`src/rtl/mac_attach_pkg.sv`:
```
/*
  Shared widths, tuser field layout and register map for the MAC attachment block.
  Imported by every RTL file that needs a width or a register address.
*/
package mac_attach_pkg;

  // Stream geometry
  localparam int DATA_W  = 64;
  localparam int KEEP_W  = 8;
  localparam int TUSER_W = 128;
  localparam int TS_W    = 64;
  localparam int PORT_W  = 8;

  // Queue sizing
  localparam int FIFO_DEPTH      = 64;
  localparam int PTR_W           = 6;
  localparam int MAX_FRAME_BEATS = 16;

  // Statistics and register port
  localparam int CNT_W      = 32;
  localparam int REG_W      = 32;
  localparam int REG_ADDR_W = 8;

  localparam logic [REG_W-1:0] ID_VALUE      = 32'h0000_4D41;
  localparam logic [REG_W-1:0] VERSION_VALUE = 32'h0001_0000;
  localparam logic [REG_W-1:0] DEBUG_DEFAULT = 32'h0000_0000;

  // tuser layout, unlisted bits stay zero
  localparam int SRC_PORT_LO = 16;
  localparam int SRC_PORT_HI = 23;
  localparam int TS_LO       = 32;
  localparam int TS_HI       = 95;

  typedef enum logic [REG_ADDR_W-1:0] {
    ID           = 8'h00,
    VERSION      = 8'h04,
    RESET        = 8'h08,
    FLIP         = 8'h0C,
    DEBUG        = 8'h10,
    RX_MAC_PKTS  = 8'h14,
    RX_DROP_PKTS = 8'h18,
    RX_PIPE_PKTS = 8'h1C,
    TX_PIPE_PKTS = 8'h20,
    TX_MAC_PKTS  = 8'h24
  } reg_addr_e;

  typedef enum logic [1:0] {
    IDLE,
    ACK,
    RELEASE
  } reg_state_e;

endpackage
```
`src/rtl/stat_if.sv`:
```
/*
  Packet event pulses from both queues, counter values and the counter clear.
  The queues drive events, the counters count them and the registers read them.
*/
`timescale 1ns/1ps

interface stat_if;
  import mac_attach_pkg::*;

  // One-cycle event pulses
  logic             rx_mac_eop;
  logic             rx_drop;
  logic             rx_pipe_eop;
  logic             tx_pipe_eop;
  logic             tx_mac_eop;

  // Counter values, top bit is the sticky overflow flag
  logic [CNT_W-1:0] rx_mac_pkts;
  logic [CNT_W-1:0] rx_drop_pkts;
  logic [CNT_W-1:0] rx_pipe_pkts;
  logic [CNT_W-1:0] tx_pipe_pkts;
  logic [CNT_W-1:0] tx_mac_pkts;
  logic             clear;

  modport rx_q (output rx_mac_eop, rx_drop, rx_pipe_eop);
  modport tx_q (output tx_pipe_eop, tx_mac_eop);

  modport cnt (
    input  rx_mac_eop, rx_drop, rx_pipe_eop, tx_pipe_eop, tx_mac_eop, clear,
    output rx_mac_pkts, rx_drop_pkts, rx_pipe_pkts, tx_pipe_pkts, tx_mac_pkts
  );

  modport regs (
    input  rx_mac_pkts, rx_drop_pkts, rx_pipe_pkts, tx_pipe_pkts, tx_mac_pkts,
    output clear
  );

endinterface

```
`src/rtl/stat_counters.sv`:
```
/*
  Five packet counters with a sticky overflow flag in the top bit
*/
`timescale 1ns/1ps

module stat_counters (
  input  logic axis_aclk,
  input  logic i_reset,
  stat_if.cnt  stat
);
  import mac_attach_pkg::*;

  logic [4:0]       evt;
  logic [CNT_W-1:0] cnt [5];

  // Order matches the register map
  assign evt = {stat.tx_mac_eop, stat.tx_pipe_eop, stat.rx_pipe_eop,
                stat.rx_drop, stat.rx_mac_eop};

  always_ff @(posedge axis_aclk) begin
    logic [CNT_W-1:0] sum;
    for (int i = 0; i < 5; i++) begin
      // Carry out of the low bits lands in sum's top bit
      sum = {1'b0, cnt[i][CNT_W-2:0]} + 1'b1;
      if (i_reset || stat.clear) begin
        cnt[i] <= '0;
      end else if (evt[i]) begin
        cnt[i] <= {cnt[i][CNT_W-1] | sum[CNT_W-1], sum[CNT_W-2:0]};
      end
    end
  end

  assign stat.rx_mac_pkts  = cnt[0];
  assign stat.rx_drop_pkts = cnt[1];
  assign stat.rx_pipe_pkts = cnt[2];
  assign stat.tx_pipe_pkts = cnt[3];
  assign stat.tx_mac_pkts  = cnt[4];

endmodule

```
`src/flat_wrapper.sv`:
```
// flat-port wrapper written by rule: the top's interface ports become plain ports
module stat_counters_flat import mac_attach_pkg::*;
  (axis_aclk, i_reset, stat_rx_mac_eop, stat_rx_drop, stat_rx_pipe_eop, stat_tx_pipe_eop, stat_tx_mac_eop, stat_clear, stat_rx_mac_pkts, stat_rx_drop_pkts, stat_rx_pipe_pkts, stat_tx_pipe_pkts, stat_tx_mac_pkts);
  stat_if stat_i ();
  input  logic axis_aclk;
  input  logic i_reset;
  input wire logic [$bits(stat_i.rx_mac_eop)-1:0] stat_rx_mac_eop;
  input wire logic [$bits(stat_i.rx_drop)-1:0] stat_rx_drop;
  input wire logic [$bits(stat_i.rx_pipe_eop)-1:0] stat_rx_pipe_eop;
  input wire logic [$bits(stat_i.tx_pipe_eop)-1:0] stat_tx_pipe_eop;
  input wire logic [$bits(stat_i.tx_mac_eop)-1:0] stat_tx_mac_eop;
  input wire logic [$bits(stat_i.clear)-1:0] stat_clear;
  output wire logic [$bits(stat_i.rx_mac_pkts)-1:0] stat_rx_mac_pkts;
  output wire logic [$bits(stat_i.rx_drop_pkts)-1:0] stat_rx_drop_pkts;
  output wire logic [$bits(stat_i.rx_pipe_pkts)-1:0] stat_rx_pipe_pkts;
  output wire logic [$bits(stat_i.tx_pipe_pkts)-1:0] stat_tx_pipe_pkts;
  output wire logic [$bits(stat_i.tx_mac_pkts)-1:0] stat_tx_mac_pkts;
  assign stat_i.rx_mac_eop = stat_rx_mac_eop;
  assign stat_i.rx_drop = stat_rx_drop;
  assign stat_i.rx_pipe_eop = stat_rx_pipe_eop;
  assign stat_i.tx_pipe_eop = stat_tx_pipe_eop;
  assign stat_i.tx_mac_eop = stat_tx_mac_eop;
  assign stat_i.clear = stat_clear;
  assign stat_rx_mac_pkts = stat_i.rx_mac_pkts;
  assign stat_rx_drop_pkts = stat_i.rx_drop_pkts;
  assign stat_rx_pipe_pkts = stat_i.rx_pipe_pkts;
  assign stat_tx_pipe_pkts = stat_i.tx_pipe_pkts;
  assign stat_tx_mac_pkts = stat_i.tx_mac_pkts;
  stat_counters u_core (.axis_aclk(axis_aclk), .i_reset(i_reset), .stat(stat_i));
endmodule
```
`config.mk`:
```
export PLATFORM = sky130hd
export DESIGN_NAME = stat_counters_flat
export DESIGN_NICKNAME = d
export VERILOG_FILES = /design/src/rtl/mac_attach_pkg.sv /design/src/rtl/stat_if.sv /design/src/rtl/stat_counters.sv /design/src/flat_wrapper.sv
export SDC_FILE = /design/constraint.sdc
export NUM_CORES = 1
export LEC_CHECK = 0
export ABC_AREA = 0
export BUFFER_PORTS_ARGS = -buffer_cell sky130_fd_sc_hd__buf_2
export CORE_MARGIN = 5
export CORE_UTILIZATION = 55
export CTS_CLUSTER_DIAMETER = 200
export DETAILED_ROUTE_END_ITERATION = 10
export GPL_TIMING_DRIVEN = 0
export PLACE_DENSITY = 0.79
export SETUP_SLACK_MARGIN = 0.2
export SYNTH_ARGS = -nofsm -noshare
export SYNTH_HDL_FRONTEND = slang
export SYNTH_SLANG_ARGS = --single-unit
```
`constraint.sdc`:
```
create_clock -name axis_aclk -period 4.3 [get_ports axis_aclk]
set_input_delay 0.645 -clock axis_aclk [delete_from_list [all_inputs] [get_ports axis_aclk]]
set_output_delay 0.645 -clock axis_aclk [all_outputs]
set_load 0.01 [all_outputs]
```
==> flow_summary.yaml <==
run_status:
  status: "complete, no violations"
global_routing:
  grt_first_pass_wirelength_um: 36910
  grt_pass1_vias: 7221
  gr-usage-all-layers_pct: 22.97
  grt_max_degree: 33
  antenna_found_initial: 1
  gr-total-overflow: 0
final_layout:
  diodes: 0
  fill_cells: 1270
  layout.nets: 1067
  largest-register: "u_core.cnt"
  largest_register_ffs: 160
  area_delta_synth_final_pct: 19.13
  reg_top3: "u_core.cnt: 160 flops"
  drive_gt1_share_pct: 20.64
  fin_area_mm2: 0.01076
drt:
  drcViolationCount: 0
  wl_per_cell_um: 17.54
  vias: 7885
  routed_wl_um: 22480
  vias_per_cell: 6.151
  firstDrtPassIters: 5
  drt_iter0_markers: 459
  drtAntennaViolNets: 0
clocking:
  cts_num_sinks: 160
  hold_buffers: 0
  cts_tree: "yes"
  cts_made_buffers: 17
  cts_root_buf: "clkbuf_16"
  ctsLongestPathBuffers: 2
  htreeDepth: 4
  insertion_delay_ns: 0.43
  clkTransAtPathRegs_ns: 0.06
  cts_resized: 0
  postCtsSetupBuffers: 0
sta:
  relSlewSlack_pct: 11.75
  post-route-period-util_pct: 57.07
  fin_skew_ns: 0.007343
  setup_violations: 0
  fin_tns_setup_ns: 0
  hold_ws_ns: 0.5545
  report.final.hold_viol_count: 0
  worst_pin_slew_ns: 1.324
  fmaxAchievable_mhz: 407.5
  slew_violations: 0
  rsz0062_at_grt: "no"
  min_period_ns: 2.454
pwr:
  combinationalPowerShare_pct: 6.0
  p_sw_mw: 0.8597
  powerDensity_mw_per_mm2: 348.1
  clkPwrFrac_pct: 43.7
  seqPwrFrac_pct: 50.3
  p_leak_nw: 3.911
  ir_drop_uv: 289.9
  p_int_mw: 2.885
  power.share.switching_pct: 22.96
synth:
  synth_top_area_cell: "edfxtp_1"
  synth_async_sr_flop_share_pct: 0
  synth_edf_count: 160
  ys_warn_count: 0
  avgSynthCellArea_um2: 10.39
  ys_seq_elements: 160
  netlist_area_mm2: 0.009031
  synth_cell_types: 43
  synth_top_area_share_pct: 53.20
  synthesis.nets: 882
  synthTopCellsByArea: "edfxtp_1 53%, or4_1 4.2%, a21oi_1 4.0%"
  synthCells: 869
  seq_area_frac_synth_pct: 53.20
  ys.flop_type: "edfxtp_1"
worst_setup_path:
  worstPathRequired_ns: 4.46
  worst_r2r_endpoint: "u_core.cnt[0][24]$_SDFFCE_PN0P_"
  arrival_ns: 2.62
  worst_setup_path_end_kind: "flop"
  r2r_slack_ns: 1.85
  reg2reg_from: "u_core.cnt[0][0]$_SDFFCE_PN0P_"
  start_kind: "flop"
  cp_max_fo: 10
  crit_type: "reg -> reg"
  r2r_cells: 6
  setup.worst_path.start: "u_core.cnt[0][0]$_SDFFCE_PN0P_"
job:
  cap_violations: 0
placement:
  placedInstanceArea_mm2: 0.01013
  gp_congestion: 0.9005
  numPortBuffers: 166
  post-dp-hpwl_um: 15510
floorplan:
  die_h_um: 138.1
  rows: 46
  io_pins: 168
  start_util_pct: 56.44
  core_area_mm2: 0.01600
  die-area_mm2: 0.01908
  fp.dieW_um: 138.1
worst_hold_path:
  worst_hold_path.endpoint: "u_core.cnt[0][31]$_SDFFCE_PN0P_"
  hold_depth: 2
  hold_start: "u_core.cnt[0][31]$_SDFFCE_PN0P_"
  hold_class: "reg -> reg"
[how the worst max path moves through the flow]
stage / endpoint / cells after the start
after detailed placement: u_core.cnt[0][28]$_SDFFCE_PN0P_ / 6
final: u_core.cnt[0][24]$_SDFFCE_PN0P_ / 6
after global routing: u_core.cnt[1][22]$_SDFFCE_PN0P_ / 6
after floorplan: u_core.cnt[4][26]$_SDFFCE_PN0P_ / 6
after global placement: u_core.cnt[0][28]$_SDFFCE_PN0P_ / 6
after CTS: u_core.cnt[0][24]$_SDFFCE_PN0P_ / 6
[cells in the final DEF (no fill, tap or decap), drive strengths merged, types with 5 or more instances in the layout]
cell / count
a21oi: 72
a31oi: 5
and2: 11
and3: 14
and4: 24
buf: 174
bufinv: 5
clkbuf: 47
clkinv: 7
edfxtp: 160
ha: 5
inv: 16
nand2: 69
nand3: 56
nand4: 48
nor2: 71
nor3: 12
nor4: 20
o211ai: 5
o21ai: 28
o31ai: 40
or2: 5
or3: 34
or4: 50
xnor2: 29
xor2: 28
[worst max-delay path: stages (launching register included)]
cell and delay (ns):
edfxtp_1 0.45, ha_1 0.23, and4_1 0.27, nand4_1 0.33, clkbuf_1 0.35, o311ai_0 0.41, o41ai_1 0.14
[cell type report]
| cell class | count | area, um^2 | area share, % |
|---|---|---|---|
| well taps | 216 | 270.3 | 2.512 |
| plain buffers | 38 | 162.7 | 1.512 |
| repair buffers | 166 | 830.8 | 7.722 |
| multi-input cells | 655 | 4009 | 37.26 |
| flip-flops and latches | 160 | 4805 | 44.66 |
| inverters | 16 | 60.06 | 0.5582 |
| clock buffers | 17 | 425.4 | 3.954 |
| clock inverters | 14 | 196.4 | 1.826 |
[kinds of logic after synthesis]
kind of cell,Yosys count,synth area share (%)
muxes,4,0.4434
buffers and inverters,54,2.466
adders and majority gates,5,0.6927
and+or+nand+nor,422,26.36
AOI/OAI and AO/OA,167,11.31
xor gates and xnor gates,57,5.528
DFF,160,53.20
[cells in the mapped netlist (all sizes together) (24+ instances only)]
master    n
or3      34
o31ai    40
nand2    69
nor2     71
and4     24
o21ai    28
xor2     28
nand4    48
clkbuf   30
nand3    56
xnor2    29
a21oi    72
or4      50
edfxtp  160
[stage by stage]
stage	util, %	total power [mW]	worst slack [ns]	cells
4_1_cts	67.21	3.756	1.887	1282
3_5_place_dp	63.32	2.141	1.538	1251
3_3_place_gp	63.32	2.134	1.563	1251
2_1_floorplan	-	2.014	2.117	869
6_report	67.24	3.745	1.846	1282
5_1_grt	67.24	3.863	1.661	1282
[per-layer routing]
layer / vias up / track usage [%] / share of wire, %
met5: - / 0 / 0.058
li1: 3814 / - / -
met1: 3757 / 32.14 / 44
met2: 285 / 35.95 / 47
met4: 2 / 6.708 / 1.8
met3: 27 / 5.483 / 7.0
[power by group through the flow]
| stage | registers [mW] | logic (mW) | clock network [mW] |
|---|---|---|---|
| global route | 1.90 | 0.247 | 1.72 |
| finish | 1.88 | 0.225 | 1.64 |
| CTS | 1.88 | 0.228 | 1.65 |
| detailed placement | 1.91 | 0.227 | 0 |
| global placement | 1.91 | 0.223 | 0 |
| floorplan | 1.92 | 0.0901 | 0 |
(Power assumes the default switching activity.)
