### config.mk
export PLATFORM = sky130hd
export DESIGN_NAME = reg_access_flat
export DESIGN_NICKNAME = d
export VERILOG_FILES = /design/src/rtl/mac_attach_pkg.sv /design/src/rtl/stat_if.sv /design/src/rtl/reg_access.sv /design/src/flat_wrapper.sv
export SDC_FILE = /design/constraint.sdc
export NUM_CORES = 1
export LEC_CHECK = 0
export ABC_CLOCK_PERIOD_IN_PS = 2900
export BUFFER_PORTS_ARGS = -buffer_cell sky130_fd_sc_hd__buf_2
export CELL_PAD_IN_SITES_DETAIL_PLACEMENT = 1
export CELL_PAD_IN_SITES_GLOBAL_PLACEMENT = 1
export CORE_UTILIZATION = 34
export CTS_CLUSTER_DIAMETER = 50
export DETAILED_ROUTE_END_ITERATION = 10
export PLACE_DENSITY_LB_ADDON = 0.1
export SYNTH_ARGS = -nofsm -noshare
export SYNTH_HDL_FRONTEND = slang
export SYNTH_SLANG_ARGS = --single-unit
### constraint.sdc
create_clock -name axis_aclk -period 2.9 [get_ports axis_aclk]
set_input_delay 0.29 -clock axis_aclk [delete_from_list [all_inputs] [get_ports axis_aclk]]
set_output_delay 0.29 -clock axis_aclk [all_outputs]
set_load 0.01 [all_outputs]
### src/rtl/mac_attach_pkg.sv
/*
  Shared widths, tuser field layout and register map for the MAC attachment block.
  Imported by every RTL file that needs a width or a register address.
*/
package mac_attach_pkg;

  // Stream geometry
  localparam int DATA_W  = 64;
  localparam int KEEP_W  = 8;
  localparam int TUSER_W = 128;
  localparam int TS_W    = 64;
  localparam int PORT_W  = 8;

  // Queue sizing
  localparam int FIFO_DEPTH      = 64;
  localparam int PTR_W           = 6;
  localparam int MAX_FRAME_BEATS = 16;

  // Statistics and register port
  localparam int CNT_W      = 32;
  localparam int REG_W      = 32;
  localparam int REG_ADDR_W = 8;

  localparam logic [REG_W-1:0] ID_VALUE      = 32'h0000_4D41;
  localparam logic [REG_W-1:0] VERSION_VALUE = 32'h0001_0000;
  localparam logic [REG_W-1:0] DEBUG_DEFAULT = 32'h0000_0000;

  // tuser layout, unlisted bits stay zero
  localparam int SRC_PORT_LO = 16;
  localparam int SRC_PORT_HI = 23;
  localparam int TS_LO       = 32;
  localparam int TS_HI       = 95;

  typedef enum logic [REG_ADDR_W-1:0] {
    ID           = 8'h00,
    VERSION      = 8'h04,
    RESET        = 8'h08,
    FLIP         = 8'h0C,
    DEBUG        = 8'h10,
    RX_MAC_PKTS  = 8'h14,
    RX_DROP_PKTS = 8'h18,
    RX_PIPE_PKTS = 8'h1C,
    TX_PIPE_PKTS = 8'h20,
    TX_MAC_PKTS  = 8'h24
  } reg_addr_e;

  typedef enum logic [1:0] {
    IDLE,
    ACK,
    RELEASE
  } reg_state_e;

endpackage
### src/rtl/stat_if.sv
/*
  Packet event pulses from both queues, counter values and the counter clear.
  The queues drive events, the counters count them and the registers read them.
*/
`timescale 1ns/1ps

interface stat_if;
  import mac_attach_pkg::*;

  // One-cycle event pulses
  logic             rx_mac_eop;
  logic             rx_drop;
  logic             rx_pipe_eop;
  logic             tx_pipe_eop;
  logic             tx_mac_eop;

  // Counter values, top bit is the sticky overflow flag
  logic [CNT_W-1:0] rx_mac_pkts;
  logic [CNT_W-1:0] rx_drop_pkts;
  logic [CNT_W-1:0] rx_pipe_pkts;
  logic [CNT_W-1:0] tx_pipe_pkts;
  logic [CNT_W-1:0] tx_mac_pkts;
  logic             clear;

  modport rx_q (output rx_mac_eop, rx_drop, rx_pipe_eop);
  modport tx_q (output tx_pipe_eop, tx_mac_eop);

  modport cnt (
    input  rx_mac_eop, rx_drop, rx_pipe_eop, tx_pipe_eop, tx_mac_eop, clear,
    output rx_mac_pkts, rx_drop_pkts, rx_pipe_pkts, tx_pipe_pkts, tx_mac_pkts
  );

  modport regs (
    input  rx_mac_pkts, rx_drop_pkts, rx_pipe_pkts, tx_pipe_pkts, tx_mac_pkts,
    output clear
  );

endinterface

### src/rtl/reg_access.sv
/*
  Four-phase req/ack register responder with the identity, test and counter registers.
  Each request is served once, on the edge that first samples req high.
*/
`timescale 1ns/1ps

module reg_access (
  input  logic                                  axis_aclk,
  input  logic                                  i_reset,
  input  logic                                  i_reg_req,
  input  logic                                  i_reg_wr,
  input  logic [mac_attach_pkg::REG_ADDR_W-1:0] i_reg_addr,
  input  logic [mac_attach_pkg::REG_W-1:0]      i_reg_wdata,
  output logic                                  o_reg_ack,
  output logic [mac_attach_pkg::REG_W-1:0]      o_reg_rdata,
  stat_if.regs                                  stat
);
  import mac_attach_pkg::*;

  reg_state_e       state;
  logic [REG_W-1:0] flip_q;
  logic [REG_W-1:0] debug_q;
  logic [REG_W-1:0] rd_val;
  logic             access;
  logic             clear_q;

  // A request seen while ack is low starts a new access
  assign access     = i_reg_req && (state != ACK);
  assign o_reg_ack  = (state == ACK);
  assign stat.clear = clear_q;

  // ----------------------------------------
  // Read mux
  // ----------------------------------------
  always_comb begin
    case (reg_addr_e'(i_reg_addr))
      ID:           rd_val = ID_VALUE;
      VERSION:      rd_val = VERSION_VALUE;
      FLIP:         rd_val = ~flip_q;
      DEBUG:        rd_val = DEBUG_DEFAULT + debug_q;
      RX_MAC_PKTS:  rd_val = stat.rx_mac_pkts;
      RX_DROP_PKTS: rd_val = stat.rx_drop_pkts;
      RX_PIPE_PKTS: rd_val = stat.rx_pipe_pkts;
      TX_PIPE_PKTS: rd_val = stat.tx_pipe_pkts;
      TX_MAC_PKTS:  rd_val = stat.tx_mac_pkts;
      default:      rd_val = '0;
    endcase
  end

  // ----------------------------------------
  // Handshake FSM and write side
  // ----------------------------------------
  always_ff @(posedge axis_aclk) begin
    if (i_reset) begin
      state   <= IDLE;
      flip_q  <= '0;
      debug_q <= '0;
      clear_q <= 1'b0;
    end else begin
      clear_q <= access && i_reg_wr && (i_reg_addr == RESET) && i_reg_wdata[0];
      case (state)
        ACK: begin
          if (!i_reg_req) begin
            state <= RELEASE;
          end
        end
        default: begin
          state <= i_reg_req ? ACK : IDLE;
        end
      endcase
      if (access && i_reg_wr) begin
        case (reg_addr_e'(i_reg_addr))
          FLIP:    flip_q  <= i_reg_wdata;
          DEBUG:   debug_q <= i_reg_wdata;
          default: ;
        endcase
      end
    end
  end

  always_ff @(posedge axis_aclk) begin
    if (access && !i_reg_wr) begin
      o_reg_rdata <= rd_val;
    end
  end

endmodule

### src/flat_wrapper.sv
// flat-port wrapper written by rule: the top's interface ports become plain ports
module reg_access_flat import mac_attach_pkg::*;
  (axis_aclk, i_reset, i_reg_req, i_reg_wr, i_reg_addr, i_reg_wdata, o_reg_ack, o_reg_rdata, stat_rx_mac_pkts, stat_rx_drop_pkts, stat_rx_pipe_pkts, stat_tx_pipe_pkts, stat_tx_mac_pkts, stat_clear);
  stat_if stat_i ();
  input  logic axis_aclk;
  input  logic i_reset;
  input  logic i_reg_req;
  input  logic i_reg_wr;
  input  logic [mac_attach_pkg::REG_ADDR_W-1:0] i_reg_addr;
  input  logic [mac_attach_pkg::REG_W-1:0] i_reg_wdata;
  output logic o_reg_ack;
  output logic [mac_attach_pkg::REG_W-1:0] o_reg_rdata;
  input wire logic [$bits(stat_i.rx_mac_pkts)-1:0] stat_rx_mac_pkts;
  input wire logic [$bits(stat_i.rx_drop_pkts)-1:0] stat_rx_drop_pkts;
  input wire logic [$bits(stat_i.rx_pipe_pkts)-1:0] stat_rx_pipe_pkts;
  input wire logic [$bits(stat_i.tx_pipe_pkts)-1:0] stat_tx_pipe_pkts;
  input wire logic [$bits(stat_i.tx_mac_pkts)-1:0] stat_tx_mac_pkts;
  output wire logic [$bits(stat_i.clear)-1:0] stat_clear;
  assign stat_i.rx_mac_pkts = stat_rx_mac_pkts;
  assign stat_i.rx_drop_pkts = stat_rx_drop_pkts;
  assign stat_i.rx_pipe_pkts = stat_rx_pipe_pkts;
  assign stat_i.tx_pipe_pkts = stat_tx_pipe_pkts;
  assign stat_i.tx_mac_pkts = stat_tx_mac_pkts;
  assign stat_clear = stat_i.clear;
  reg_access u_core (.axis_aclk(axis_aclk), .i_reset(i_reset), .i_reg_req(i_reg_req), .i_reg_wr(i_reg_wr), .i_reg_addr(i_reg_addr), .i_reg_wdata(i_reg_wdata), .o_reg_ack(o_reg_ack), .o_reg_rdata(o_reg_rdata), .stat(stat_i));
endmodule
==> run metrics <==
commonest non-fill, non-tap cells in the layout buf_2, nand3_1, o21ai_0, a21oi_1, dfxtp_1; Top delay family on crit path simple AND/OR/NAND/NOR gates; Net Switching 0.000760 W; status complete, no violations; Switching Fraction 24.8%; post-route antenna net violation count 0; clock share of power 40.0%; CTS tree built; Top FF cell, synth dfxtp_1; crit path buf inv count 0; Worst setup SP type flip-flop; CTS root buf clkbuf_16; Reg area ~0.0023 sq mm; min-delay src i_reg_req; number of library cell types mapped by synthesis 44; vias per inst 5.77; initial antenna violation count 2; H-Tree Depth 3; power density over the cells 450 mW/mm^2; Warnings, synthesis 0; Fin Setup TNS 0 ps; leading area contributor after synthesis dfxtp_1; # DRC 0; row cnt 45; fmax 438 MHz; RSZ-0062 raised after global routing no; worst skew pair latency 350 ps; global-route wire length before repair 31.1 mm; Overall Global Routing Usage 25.0%; Max Cap Viol 0; Seq cells post-synth 99; Buffers on Ports 237; Final nets 996; Core ar. between 0.015 and 0.02 sq mm; Post-Syn Area per Cell between 8 and 9 sq um; Final Max Slew Viols 0; total gr overflow 0; crit path launch u_core.state[1]; Initial Util approximately a third; DR pass1 iterations 5; Synth area leaders dfxtp_1, edfxtp_1, a22oi_1, nand3_1, o21ai_0; Reg clk slew, reported paths 70 ps; area share of the largest cell type after synthesis approximately a quarter; area of the multi-input gates between 0.002 and 0.003 sq mm; Ports 238; skew final 7.75 ps; Mapped Nets 803; area delta synth->final 29.6%; Sink Count 99; Post-synth EDFFs 32; via count between 5k and 6k; combinational power share 12.3%; DRT iter0 DRCs 404; Worst path max stage delay 880 ps; Static Leak between 2 and 3 nW; CTS Buf Count 9; VDD IR max 0.212 mV; register area share after synthesis 43.8%; Hold Path Class in2reg; CTS Hold Bufs 0; ys async rst share 0%; Post CTS Setup Buffer Count 0; Placer Congestion 0.811; Routed wire per std cell 20.4 um; crit end category flip-flop; vias in the first global route ~5.8k; count of mapped cells out of synthesis 599; WL final about 20 mm; min Tclk post-route roughly 2300 ps; Filler cells 1,856; worst r2r src u_core.state[1]; Final setup viols 0; fin crit share 78.7%; Rel. slew slack 18.4%; largest net degree at the start of global routing 66; commonest non-fill, non-tap cell in the layout buf_2; DIE HEIGHT 126 um; Internal Pwr Total 0.00230 W; area of the mapped netlist 0.00526 sq mm; Worst Path Required between 3000 and 4000 ps; CP max FO 65; Hold Vio Cnt, Final 0; Post-DP HPWL ~14 mm; slowest CP cell nand3_2; DIE AREA 0.0160 sq mm; Setup CP Type reg2reg; Flop pwr share 47.7%; post-CTS sizing 0; critical-path cell list nand2b_1, nand3_2, o21ai_0, a21oi_1; Slew @ Worst Pin 1220 ps; DIE WIDTH 126 um; share of layout cells above drive strength 1 35.1%; utilization after layout 45.0%; CTS Buffer Depth 2; CP arrival 2470 ps
[kinds of logic (layout without fill, tap and decap cells)]
kind of cell	after synthesis	in the layout	synth area share [%]
other	0	1	0
DFF	99	99	43.8
and+or+nand+nor	159	159	16.3
muxes	3	3	0.595
AOI/OAI and AO/OA	266	266	32.8
buffers and inverters	72	270	6.54
[Yosys cell counts, types with 2 or more instances]
| master | number |
|---|---|
| nor4b_1 | 2 |
| nand2b_1 | 4 |
| a21oi_1 | 67 |
| nand3_1 | 89 |
| inv_1 | 2 |
| a211o_1 | 23 |
| dfxtp_1 | 67 |
| o21ai_0 | 70 |
| o211ai_1 | 7 |
| clkbuf_1 | 37 |
| o221ai_1 | 23 |
| buf_4 | 7 |
| buf_1 | 3 |
| mux2i_1 | 2 |
| nor2_1 | 28 |
| nand2_1 | 13 |
| a22oi_1 | 64 |
| and2_1 | 3 |
| o22a_1 | 6 |
| buf_2 | 20 |
| nor2b_1 | 4 |
| buf_6 | 3 |
| edfxtp_1 | 32 |
| and3_1 | 2 |
| or4_1 | 2 |
[cell type report]
cell class | count | share of cell area (%)
Multi-Input combinational cell | 428 | 38.8
Antenna cell | 1 | 0.0367
Inverter | 2 | 0.110
Tap cell | 188 | 3.45
Clock buffer | 13 | 4.15
Timing Repair Buffer | 252 | 19.4
Clock inverter | 3 | 0.239
Sequential cell | 99 | 33.8
[sequential cells by signal, indices dropped and copies added, names as in the netlist]
signal              flops
u_core.debug_q         32
u_core.flip_q          32
u_core.o_reg_rdata     32
u_core.stat.clear       1
u_core.state            2
[final timing paths]
kind	end	slack [ps]	cells after the start
max	u_core.flip_q[21]	620	4
min	u_core.state[1]	160	2
max reg2reg	u_core.flip_q[21]	620	4
min reg2reg	u_core.flip_q[10]	480	2
[power by group through the flow]
stage	clock, W	combinational, W	sequential [W]
floorplan	0	0.000137	0.00151
global placement	0	0.000370	0.00149
detailed placement	0	0.000377	0.00149
CTS	0.00124	0.000379	0.00146
global route	0.00130	0.000411	0.00146
finish	0.00122	0.000377	0.00146
[per-stage QoR]
step | instance area [sq um] | setup slack, ps | std cells | hold slack, ps | power (W)
5_1_grt | 6810 | 384 | 985 | 176 | 0.00317
4_1_cts | 6810 | 602 | 985 | 154 | 0.00309
2_1_floorplan | 5260 | 617 | 599 | 369 | 0.00164
3_5_place_dp | 6510 | 503 | 969 | 478 | 0.00187
6_report | 6810 | 617 | 986 | 163 | 0.00306
3_3_place_gp | 6510 | 599 | 969 | 462 | 0.00186
[per-layer routing]
metal	up-vias	track usage, %	wire [um]
met5	-	0	13
met4	2	7.87	290
met3	23	3.25	887
met2	167	43.9	9940
met1	2793	31.9	8960
li1	2701	-	-
Note: power is estimated with default switching activity, not from simulation.
