$ cat src/rtl/mac_attach_pkg.sv
/*
  Shared widths, tuser field layout and register map for the MAC attachment block.
  Imported by every RTL file that needs a width or a register address.
*/
package mac_attach_pkg;

  // Stream geometry
  localparam int DATA_W  = 64;
  localparam int KEEP_W  = 8;
  localparam int TUSER_W = 128;
  localparam int TS_W    = 64;
  localparam int PORT_W  = 8;

  // Queue sizing
  localparam int FIFO_DEPTH      = 64;
  localparam int PTR_W           = 6;
  localparam int MAX_FRAME_BEATS = 16;

  // Statistics and register port
  localparam int CNT_W      = 32;
  localparam int REG_W      = 32;
  localparam int REG_ADDR_W = 8;

  localparam logic [REG_W-1:0] ID_VALUE      = 32'h0000_4D41;
  localparam logic [REG_W-1:0] VERSION_VALUE = 32'h0001_0000;
  localparam logic [REG_W-1:0] DEBUG_DEFAULT = 32'h0000_0000;

  // tuser layout, unlisted bits stay zero
  localparam int SRC_PORT_LO = 16;
  localparam int SRC_PORT_HI = 23;
  localparam int TS_LO       = 32;
  localparam int TS_HI       = 95;

  typedef enum logic [REG_ADDR_W-1:0] {
    ID           = 8'h00,
    VERSION      = 8'h04,
    RESET        = 8'h08,
    FLIP         = 8'h0C,
    DEBUG        = 8'h10,
    RX_MAC_PKTS  = 8'h14,
    RX_DROP_PKTS = 8'h18,
    RX_PIPE_PKTS = 8'h1C,
    TX_PIPE_PKTS = 8'h20,
    TX_MAC_PKTS  = 8'h24
  } reg_addr_e;

  typedef enum logic [1:0] {
    IDLE,
    ACK,
    RELEASE
  } reg_state_e;

endpackage
$ cat src/rtl/stat_if.sv
/*
  Packet event pulses from both queues, counter values and the counter clear.
  The queues drive events, the counters count them and the registers read them.
*/
`timescale 1ns/1ps

interface stat_if;
  import mac_attach_pkg::*;

  // One-cycle event pulses
  logic             rx_mac_eop;
  logic             rx_drop;
  logic             rx_pipe_eop;
  logic             tx_pipe_eop;
  logic             tx_mac_eop;

  // Counter values, top bit is the sticky overflow flag
  logic [CNT_W-1:0] rx_mac_pkts;
  logic [CNT_W-1:0] rx_drop_pkts;
  logic [CNT_W-1:0] rx_pipe_pkts;
  logic [CNT_W-1:0] tx_pipe_pkts;
  logic [CNT_W-1:0] tx_mac_pkts;
  logic             clear;

  modport rx_q (output rx_mac_eop, rx_drop, rx_pipe_eop);
  modport tx_q (output tx_pipe_eop, tx_mac_eop);

  modport cnt (
    input  rx_mac_eop, rx_drop, rx_pipe_eop, tx_pipe_eop, tx_mac_eop, clear,
    output rx_mac_pkts, rx_drop_pkts, rx_pipe_pkts, tx_pipe_pkts, tx_mac_pkts
  );

  modport regs (
    input  rx_mac_pkts, rx_drop_pkts, rx_pipe_pkts, tx_pipe_pkts, tx_mac_pkts,
    output clear
  );

endinterface

$ cat src/rtl/tx_frame_queue.sv
/*
  Transmit store-and-forward queue from the pipeline to the MAC.
  A frame is offered to the MAC only after its last beat is stored.
*/
`timescale 1ns/1ps

module tx_frame_queue (
  input  logic                               axis_aclk,
  input  logic                               i_reset,
  input  logic [mac_attach_pkg::DATA_W-1:0]  i_pipe_tdata,
  input  logic [mac_attach_pkg::KEEP_W-1:0]  i_pipe_tkeep,
  input  logic                               i_pipe_tlast,
  input  logic [mac_attach_pkg::TUSER_W-1:0] i_pipe_tuser,
  input  logic                               i_pipe_tvalid,
  output logic                               o_pipe_tready,
  output logic [mac_attach_pkg::DATA_W-1:0]  o_mac_tdata,
  output logic [mac_attach_pkg::KEEP_W-1:0]  o_mac_tkeep,
  output logic                               o_mac_tlast,
  output logic                               o_mac_tvalid,
  input  logic                               i_mac_tready,
  stat_if.tx_q                               stat
);
  import mac_attach_pkg::*;

  // Sideband from the pipeline has no meaning at the MAC and is not stored
  logic [KEEP_W+DATA_W:0] mem [FIFO_DEPTH];

  logic [PTR_W:0] wr_ptr;
  logic [PTR_W:0] rd_ptr;
  logic [PTR_W:0] used;
  logic [PTR_W:0] frame_cnt;
  logic           wr_en;
  logic           rd_en;
  logic           in_eop;
  logic           out_eop;

  assign used          = wr_ptr - rd_ptr;
  assign o_pipe_tready = (used != FIFO_DEPTH);
  assign wr_en         = i_pipe_tvalid && o_pipe_tready;
  assign in_eop        = wr_en && i_pipe_tlast;

  // Complete frames stored keep tvalid up for a whole frame
  assign o_mac_tvalid  = (frame_cnt != '0);
  assign {o_mac_tlast, o_mac_tkeep, o_mac_tdata} = mem[rd_ptr[PTR_W-1:0]];
  assign rd_en         = o_mac_tvalid && i_mac_tready;
  assign out_eop       = rd_en && o_mac_tlast;

  always_ff @(posedge axis_aclk) begin
    if (i_reset) begin
      wr_ptr    <= '0;
      rd_ptr    <= '0;
      frame_cnt <= '0;
    end else begin
      if (wr_en) begin
        wr_ptr <= wr_ptr + 1'b1;
      end
      if (rd_en) begin
        rd_ptr <= rd_ptr + 1'b1;
      end
      if (in_eop && !out_eop) begin
        frame_cnt <= frame_cnt + 1'b1;
      end else if (out_eop && !in_eop) begin
        frame_cnt <= frame_cnt - 1'b1;
      end
    end
  end

  always_ff @(posedge axis_aclk) begin
    if (wr_en) begin
      mem[wr_ptr[PTR_W-1:0]] <= {i_pipe_tlast, i_pipe_tkeep, i_pipe_tdata};
    end
  end

  assign stat.tx_pipe_eop = in_eop;
  assign stat.tx_mac_eop  = out_eop;

endmodule

$ cat src/flat_wrapper.sv
// flat-port wrapper written by rule: the top's interface ports become plain ports
module tx_frame_queue_flat import mac_attach_pkg::*;
  (axis_aclk, i_reset, i_pipe_tdata, i_pipe_tkeep, i_pipe_tlast, i_pipe_tuser, i_pipe_tvalid, o_pipe_tready, o_mac_tdata, o_mac_tkeep, o_mac_tlast, o_mac_tvalid, i_mac_tready, stat_tx_pipe_eop, stat_tx_mac_eop);
  stat_if stat_i ();
  input  logic axis_aclk;
  input  logic i_reset;
  input  logic [mac_attach_pkg::DATA_W-1:0] i_pipe_tdata;
  input  logic [mac_attach_pkg::KEEP_W-1:0] i_pipe_tkeep;
  input  logic i_pipe_tlast;
  input  logic [mac_attach_pkg::TUSER_W-1:0] i_pipe_tuser;
  input  logic i_pipe_tvalid;
  output logic o_pipe_tready;
  output logic [mac_attach_pkg::DATA_W-1:0] o_mac_tdata;
  output logic [mac_attach_pkg::KEEP_W-1:0] o_mac_tkeep;
  output logic o_mac_tlast;
  output logic o_mac_tvalid;
  input  logic i_mac_tready;
  output wire logic [$bits(stat_i.tx_pipe_eop)-1:0] stat_tx_pipe_eop;
  output wire logic [$bits(stat_i.tx_mac_eop)-1:0] stat_tx_mac_eop;
  assign stat_tx_pipe_eop = stat_i.tx_pipe_eop;
  assign stat_tx_mac_eop = stat_i.tx_mac_eop;
  tx_frame_queue u_core (.axis_aclk(axis_aclk), .i_reset(i_reset), .i_pipe_tdata(i_pipe_tdata), .i_pipe_tkeep(i_pipe_tkeep), .i_pipe_tlast(i_pipe_tlast), .i_pipe_tuser(i_pipe_tuser), .i_pipe_tvalid(i_pipe_tvalid), .o_pipe_tready(o_pipe_tready), .o_mac_tdata(o_mac_tdata), .o_mac_tkeep(o_mac_tkeep), .o_mac_tlast(o_mac_tlast), .o_mac_tvalid(o_mac_tvalid), .i_mac_tready(i_mac_tready), .stat(stat_i));
endmodule
$ cat config.mk
export PLATFORM = sky130hd
export DESIGN_NAME = tx_frame_queue_flat
export DESIGN_NICKNAME = d
export VERILOG_FILES = /design/src/rtl/mac_attach_pkg.sv /design/src/rtl/stat_if.sv /design/src/rtl/tx_frame_queue.sv /design/src/flat_wrapper.sv
export SDC_FILE = /design/constraint.sdc
export NUM_CORES = 2
export LEC_CHECK = 0
export BUFFER_PORTS_ARGS = -buffer_cell sky130_fd_sc_hd__buf_2
export CAP_MARGIN = 10
export CORE_ASPECT_RATIO = 1.5
export CORE_UTILIZATION = 44
export CTS_CLUSTER_DIAMETER = 100
export DETAILED_ROUTE_END_ITERATION = 7
export MAX_ROUTING_LAYER = met4
export PLACE_DENSITY_LB_ADDON = 0.08
export SETUP_SLACK_MARGIN = 0.02
export SYNTH_ARGS = -nofsm -noshare
export SYNTH_HDL_FRONTEND = slang
export SYNTH_MEMORY_MAX_BITS = 65536
export SYNTH_SLANG_ARGS = --single-unit
export TNS_END_PERCENT = 1
$ cat constraint.sdc
create_clock -name axis_aclk -period 12.1 [get_ports axis_aclk]
set_input_delay 3.63 -clock axis_aclk [delete_from_list [all_inputs] [get_ports axis_aclk]]
set_output_delay 3.63 -clock axis_aclk [all_outputs]
set_load 0.1 [all_outputs]
==> reports/summary.txt <==
Die Wd: 521 um
R2R Path End: u_core.mem[13][8]
CP max FO: 96
relative slew slack: 10.5%
Nets: 8269
Mapped Area: 178000 sq um
Sw Share: 25.5%
layout cells sized above 1: 26.4%
sequential fraction of the synthesis area: 79.2%
vias in the first global route: 88399
min-delay src: u_core.frame_cnt[2]
Finished Core Util: 49.7%
crit path buf inv count: 4
post-CTS sizing: 0
clock sink count: 4699
crit path kind: flop to output pin
final worst-path cycle share: 74.6%
Netlist cell types: 64
hpwl dp: 265000 um
CTS tree: done
power density cells: 188 nW/um^2
YS warnings: 0
IO Pins: 282
largest net degree at the start of global routing: 106
# Max-Cap Violations: 0
DR WL/cell: 36.8 um
syn nets: 7867
Worst path most repeated cell: buf_12
CTS clock-pin slew for the worst setup and hold paths: 60 ps
Layout area overhead: 12.2%
core area: 402000 sq um
Crit-path slowest cell: dfxtp_4
Final GP Congestion: 0.767
R2R setup slack: 6560 ps
combinational share of power: 15.8%
EDFF count, synth: 4672
Yosys reg bits: 4699
Avg Inst Size Synth: 23.3 sq um
Clock power frac: 36.2%
Setup TNS: 0 ps
setup violators final: 0
Detailed Routing Iterations Pass 1: 6
commonest non-fill, non-tap cell in the layout: edfxtp_1
sequential fraction of design power: 48.1%
DRT antenna net count: 0
area of the die: 407000 sq um
commonest cells after routing, fill and taps aside: edfxtp_1 (4672), mux4_2 (1117), clkbuf_16 (450)
Int Power: 27.9 mW
GR Overflow Total: 0
Crit path required time: 8470 ps
Setup Buffers After CTS: 0
clock skew: 55.9 ps
Max VDD drop: 0.000198 V
DR vias: 84779
1st-iter DRT viols: 8790
Worst EP arrival: 5400 ps
Post-Route WL: 506000 um
effective utilization at floorplan: 44.3%
Core Rows: 285
crit path to: o_mac_tdata[16]
CP Cell Sequence: buf_12, buf_12, and3b_1, buf_4, a22o_1, a21oi_1, a31oi_1, buf_2
Crit. End Element: output pin
root buf cell: clkbuf_16
TritonCTS buffer count: 447
DRC errors left: 0
RSZ-0062 raised after global routing: false
Fin. Hold Viols: 0
Tmin final: 9030 ps
status: completed
WP depth: 8
largest delay contributor family on the critical path: buffers and inverters
latest clock arrival within the worst-skew pair: 1010 ps
initial antenna violation count: 34
Hold Path Class: flop to flop
Gate Count Post-Synth: 7647
RR Startpoint: u_core.wr_ptr[0]
Psw: 9.56 mW
vias per inst: 6.17
Main synth FF type: edfxtp_1
measured slew at the worst slew-check pin: 1340 ps
Port-buffer cells: 153
Final Slew Violations: 0
first-pass GRT wire length: 700000 um
total global-route track usage: 25.5%
Max stage delay on crit path: 700 ps
Post-CTS Hold Fix Bufs: 0
die height: 781 um
post-synthesis async set-or-reset flop share: 0%
crit path launch type: flop
leakage: 60.2 nW
CTS Buffer Depth: 4
htree depth: 5
reg2reg path depth: 10
FMAX: 0.111 GHz
-- flip-flops by register name, indices dropped and copies added, names as in the netlist, named ones only --
name,flops
u_core.frame_cnt,7
u_core.mem,4672
u_core.rd_ptr,7
u_core.wr_ptr,7
-- cell usage after synthesis (20+ instances only) --
master | instances | area share, %
buf_6 | 52 | 0.33
clkbuf_1 | 206 | 0.43
o22ai_1 | 56 | 0.20
dfxtp_1 | 27 | 0.30
and3_1 | 52 | 0.18
nand3_1 | 148 | 0.42
nor2_1 | 88 | 0.19
mux2i_1 | 104 | 0.59
buf_1 | 35 | 0.074
o211ai_1 | 56 | 0.24
nand2_1 | 36 | 0.076
a21oi_1 | 56 | 0.16
a22oi_1 | 337 | 1.4
o21ai_1 | 118 | 0.33
buf_4 | 61 | 0.26
a22o_1 | 163 | 0.80
buf_2 | 87 | 0.24
mux4_2 | 1117 | 14
a31oi_1 | 20 | 0.070
edfxtp_1 | 4672 | 79
-- routing by layer --
| metal | global-route usage [%] | wire [um] | share of wire (%) |
|---|---|---|---|
| met5 | - | 0 | 0 |
| met4 | 5.98 | 12000 | 2.4 |
| met3 | 3.23 | 28500 | 5.6 |
| met2 | 44.7 | 271000 | 54 |
| met1 | 31.6 | 194000 | 38 |
-- kinds of logic (layout without fill, tap and decap cells) --
family | count (synthesis) | count (layout) | share of synthesized area [%]
AO/OA/AOI/OAI | 841 | 841 | 3.40
adder cells (fa/ha/maj) | 15 | 15 | 0.110
multiplexers | 1227 | 1227 | 14.8
AND/OR/NAND/NOR | 398 | 398 | 1.15
other | 0 | 13 | 0
flip-flops | 4699 | 4699 | 79.2
XOR/XNOR | 11 | 11 | 0.0541
buffers and inverters | 456 | 1229 | 1.37
-- worst min path at each step --
stage,to,cells after the start,slack [ps]
after floorplan,u_core.frame_cnt[2],2,490
after global placement,u_core.rd_ptr[6],2,520
after detailed placement,u_core.frame_cnt[2],2,520
after CTS,u_core.frame_cnt[2],2,540
after global routing,u_core.frame_cnt[2],2,600
final,u_core.frame_cnt[2],2,530
-- tightest hold or removal path: stages, from the launching register on --
cell and delay [ps]:
dfxtp_1 350, a21oi_1 80, nor2_1 70
-- power by group through the flow --
stage	clock network (mW)	registers [mW]	logic, mW
2_1_floorplan	0	18.3	4.84
3_3_place_gp	0	18.4	6.02
3_5_place_dp	0	18.4	6.06
4_1_cts	13.8	18.0	6.07
5_1_grt	14.4	18.0	6.34
6_report	13.6	18.0	5.91
-- cell type report --
| class | instances | area, sq um |
|---|---|---|
| fill | 32132 | 202000 |
| multi-input combinational | 2492 | 35200 |
| tap | 5309 | 6640 |
| inverter | 15 | 56.3 |
| antenna | 13 | 32.5 |
| clock inverter | 261 | 2200 |
| timing repair buffer | 394 | 3030 |
| clock buffer | 559 | 11700 |
| sequential | 4699 | 141000 |
-- per-stage QoR --
| stage | hold WS (ps) | setup slack, ps | power, mW | cells | area [sq um] |
|---|---|---|---|---|---|
| 4_1_cts | 538 | 2930 | 37.9 | 13726 | 200000 |
| 5_1_grt | 595 | 2790 | 38.8 | 13738 | 200000 |
| 6_report | 528 | 3070 | 37.5 | 13742 | 200000 |
| 3_3_place_gp | 519 | 3200 | 24.4 | 12905 | 186000 |
| 2_1_floorplan | 488 | 351 | 23.2 | 7647 | 178000 |
| 3_5_place_dp | 524 | 3130 | 24.4 | 12906 | 186000 |
Note: power is estimated with default switching activity, not from simulation.
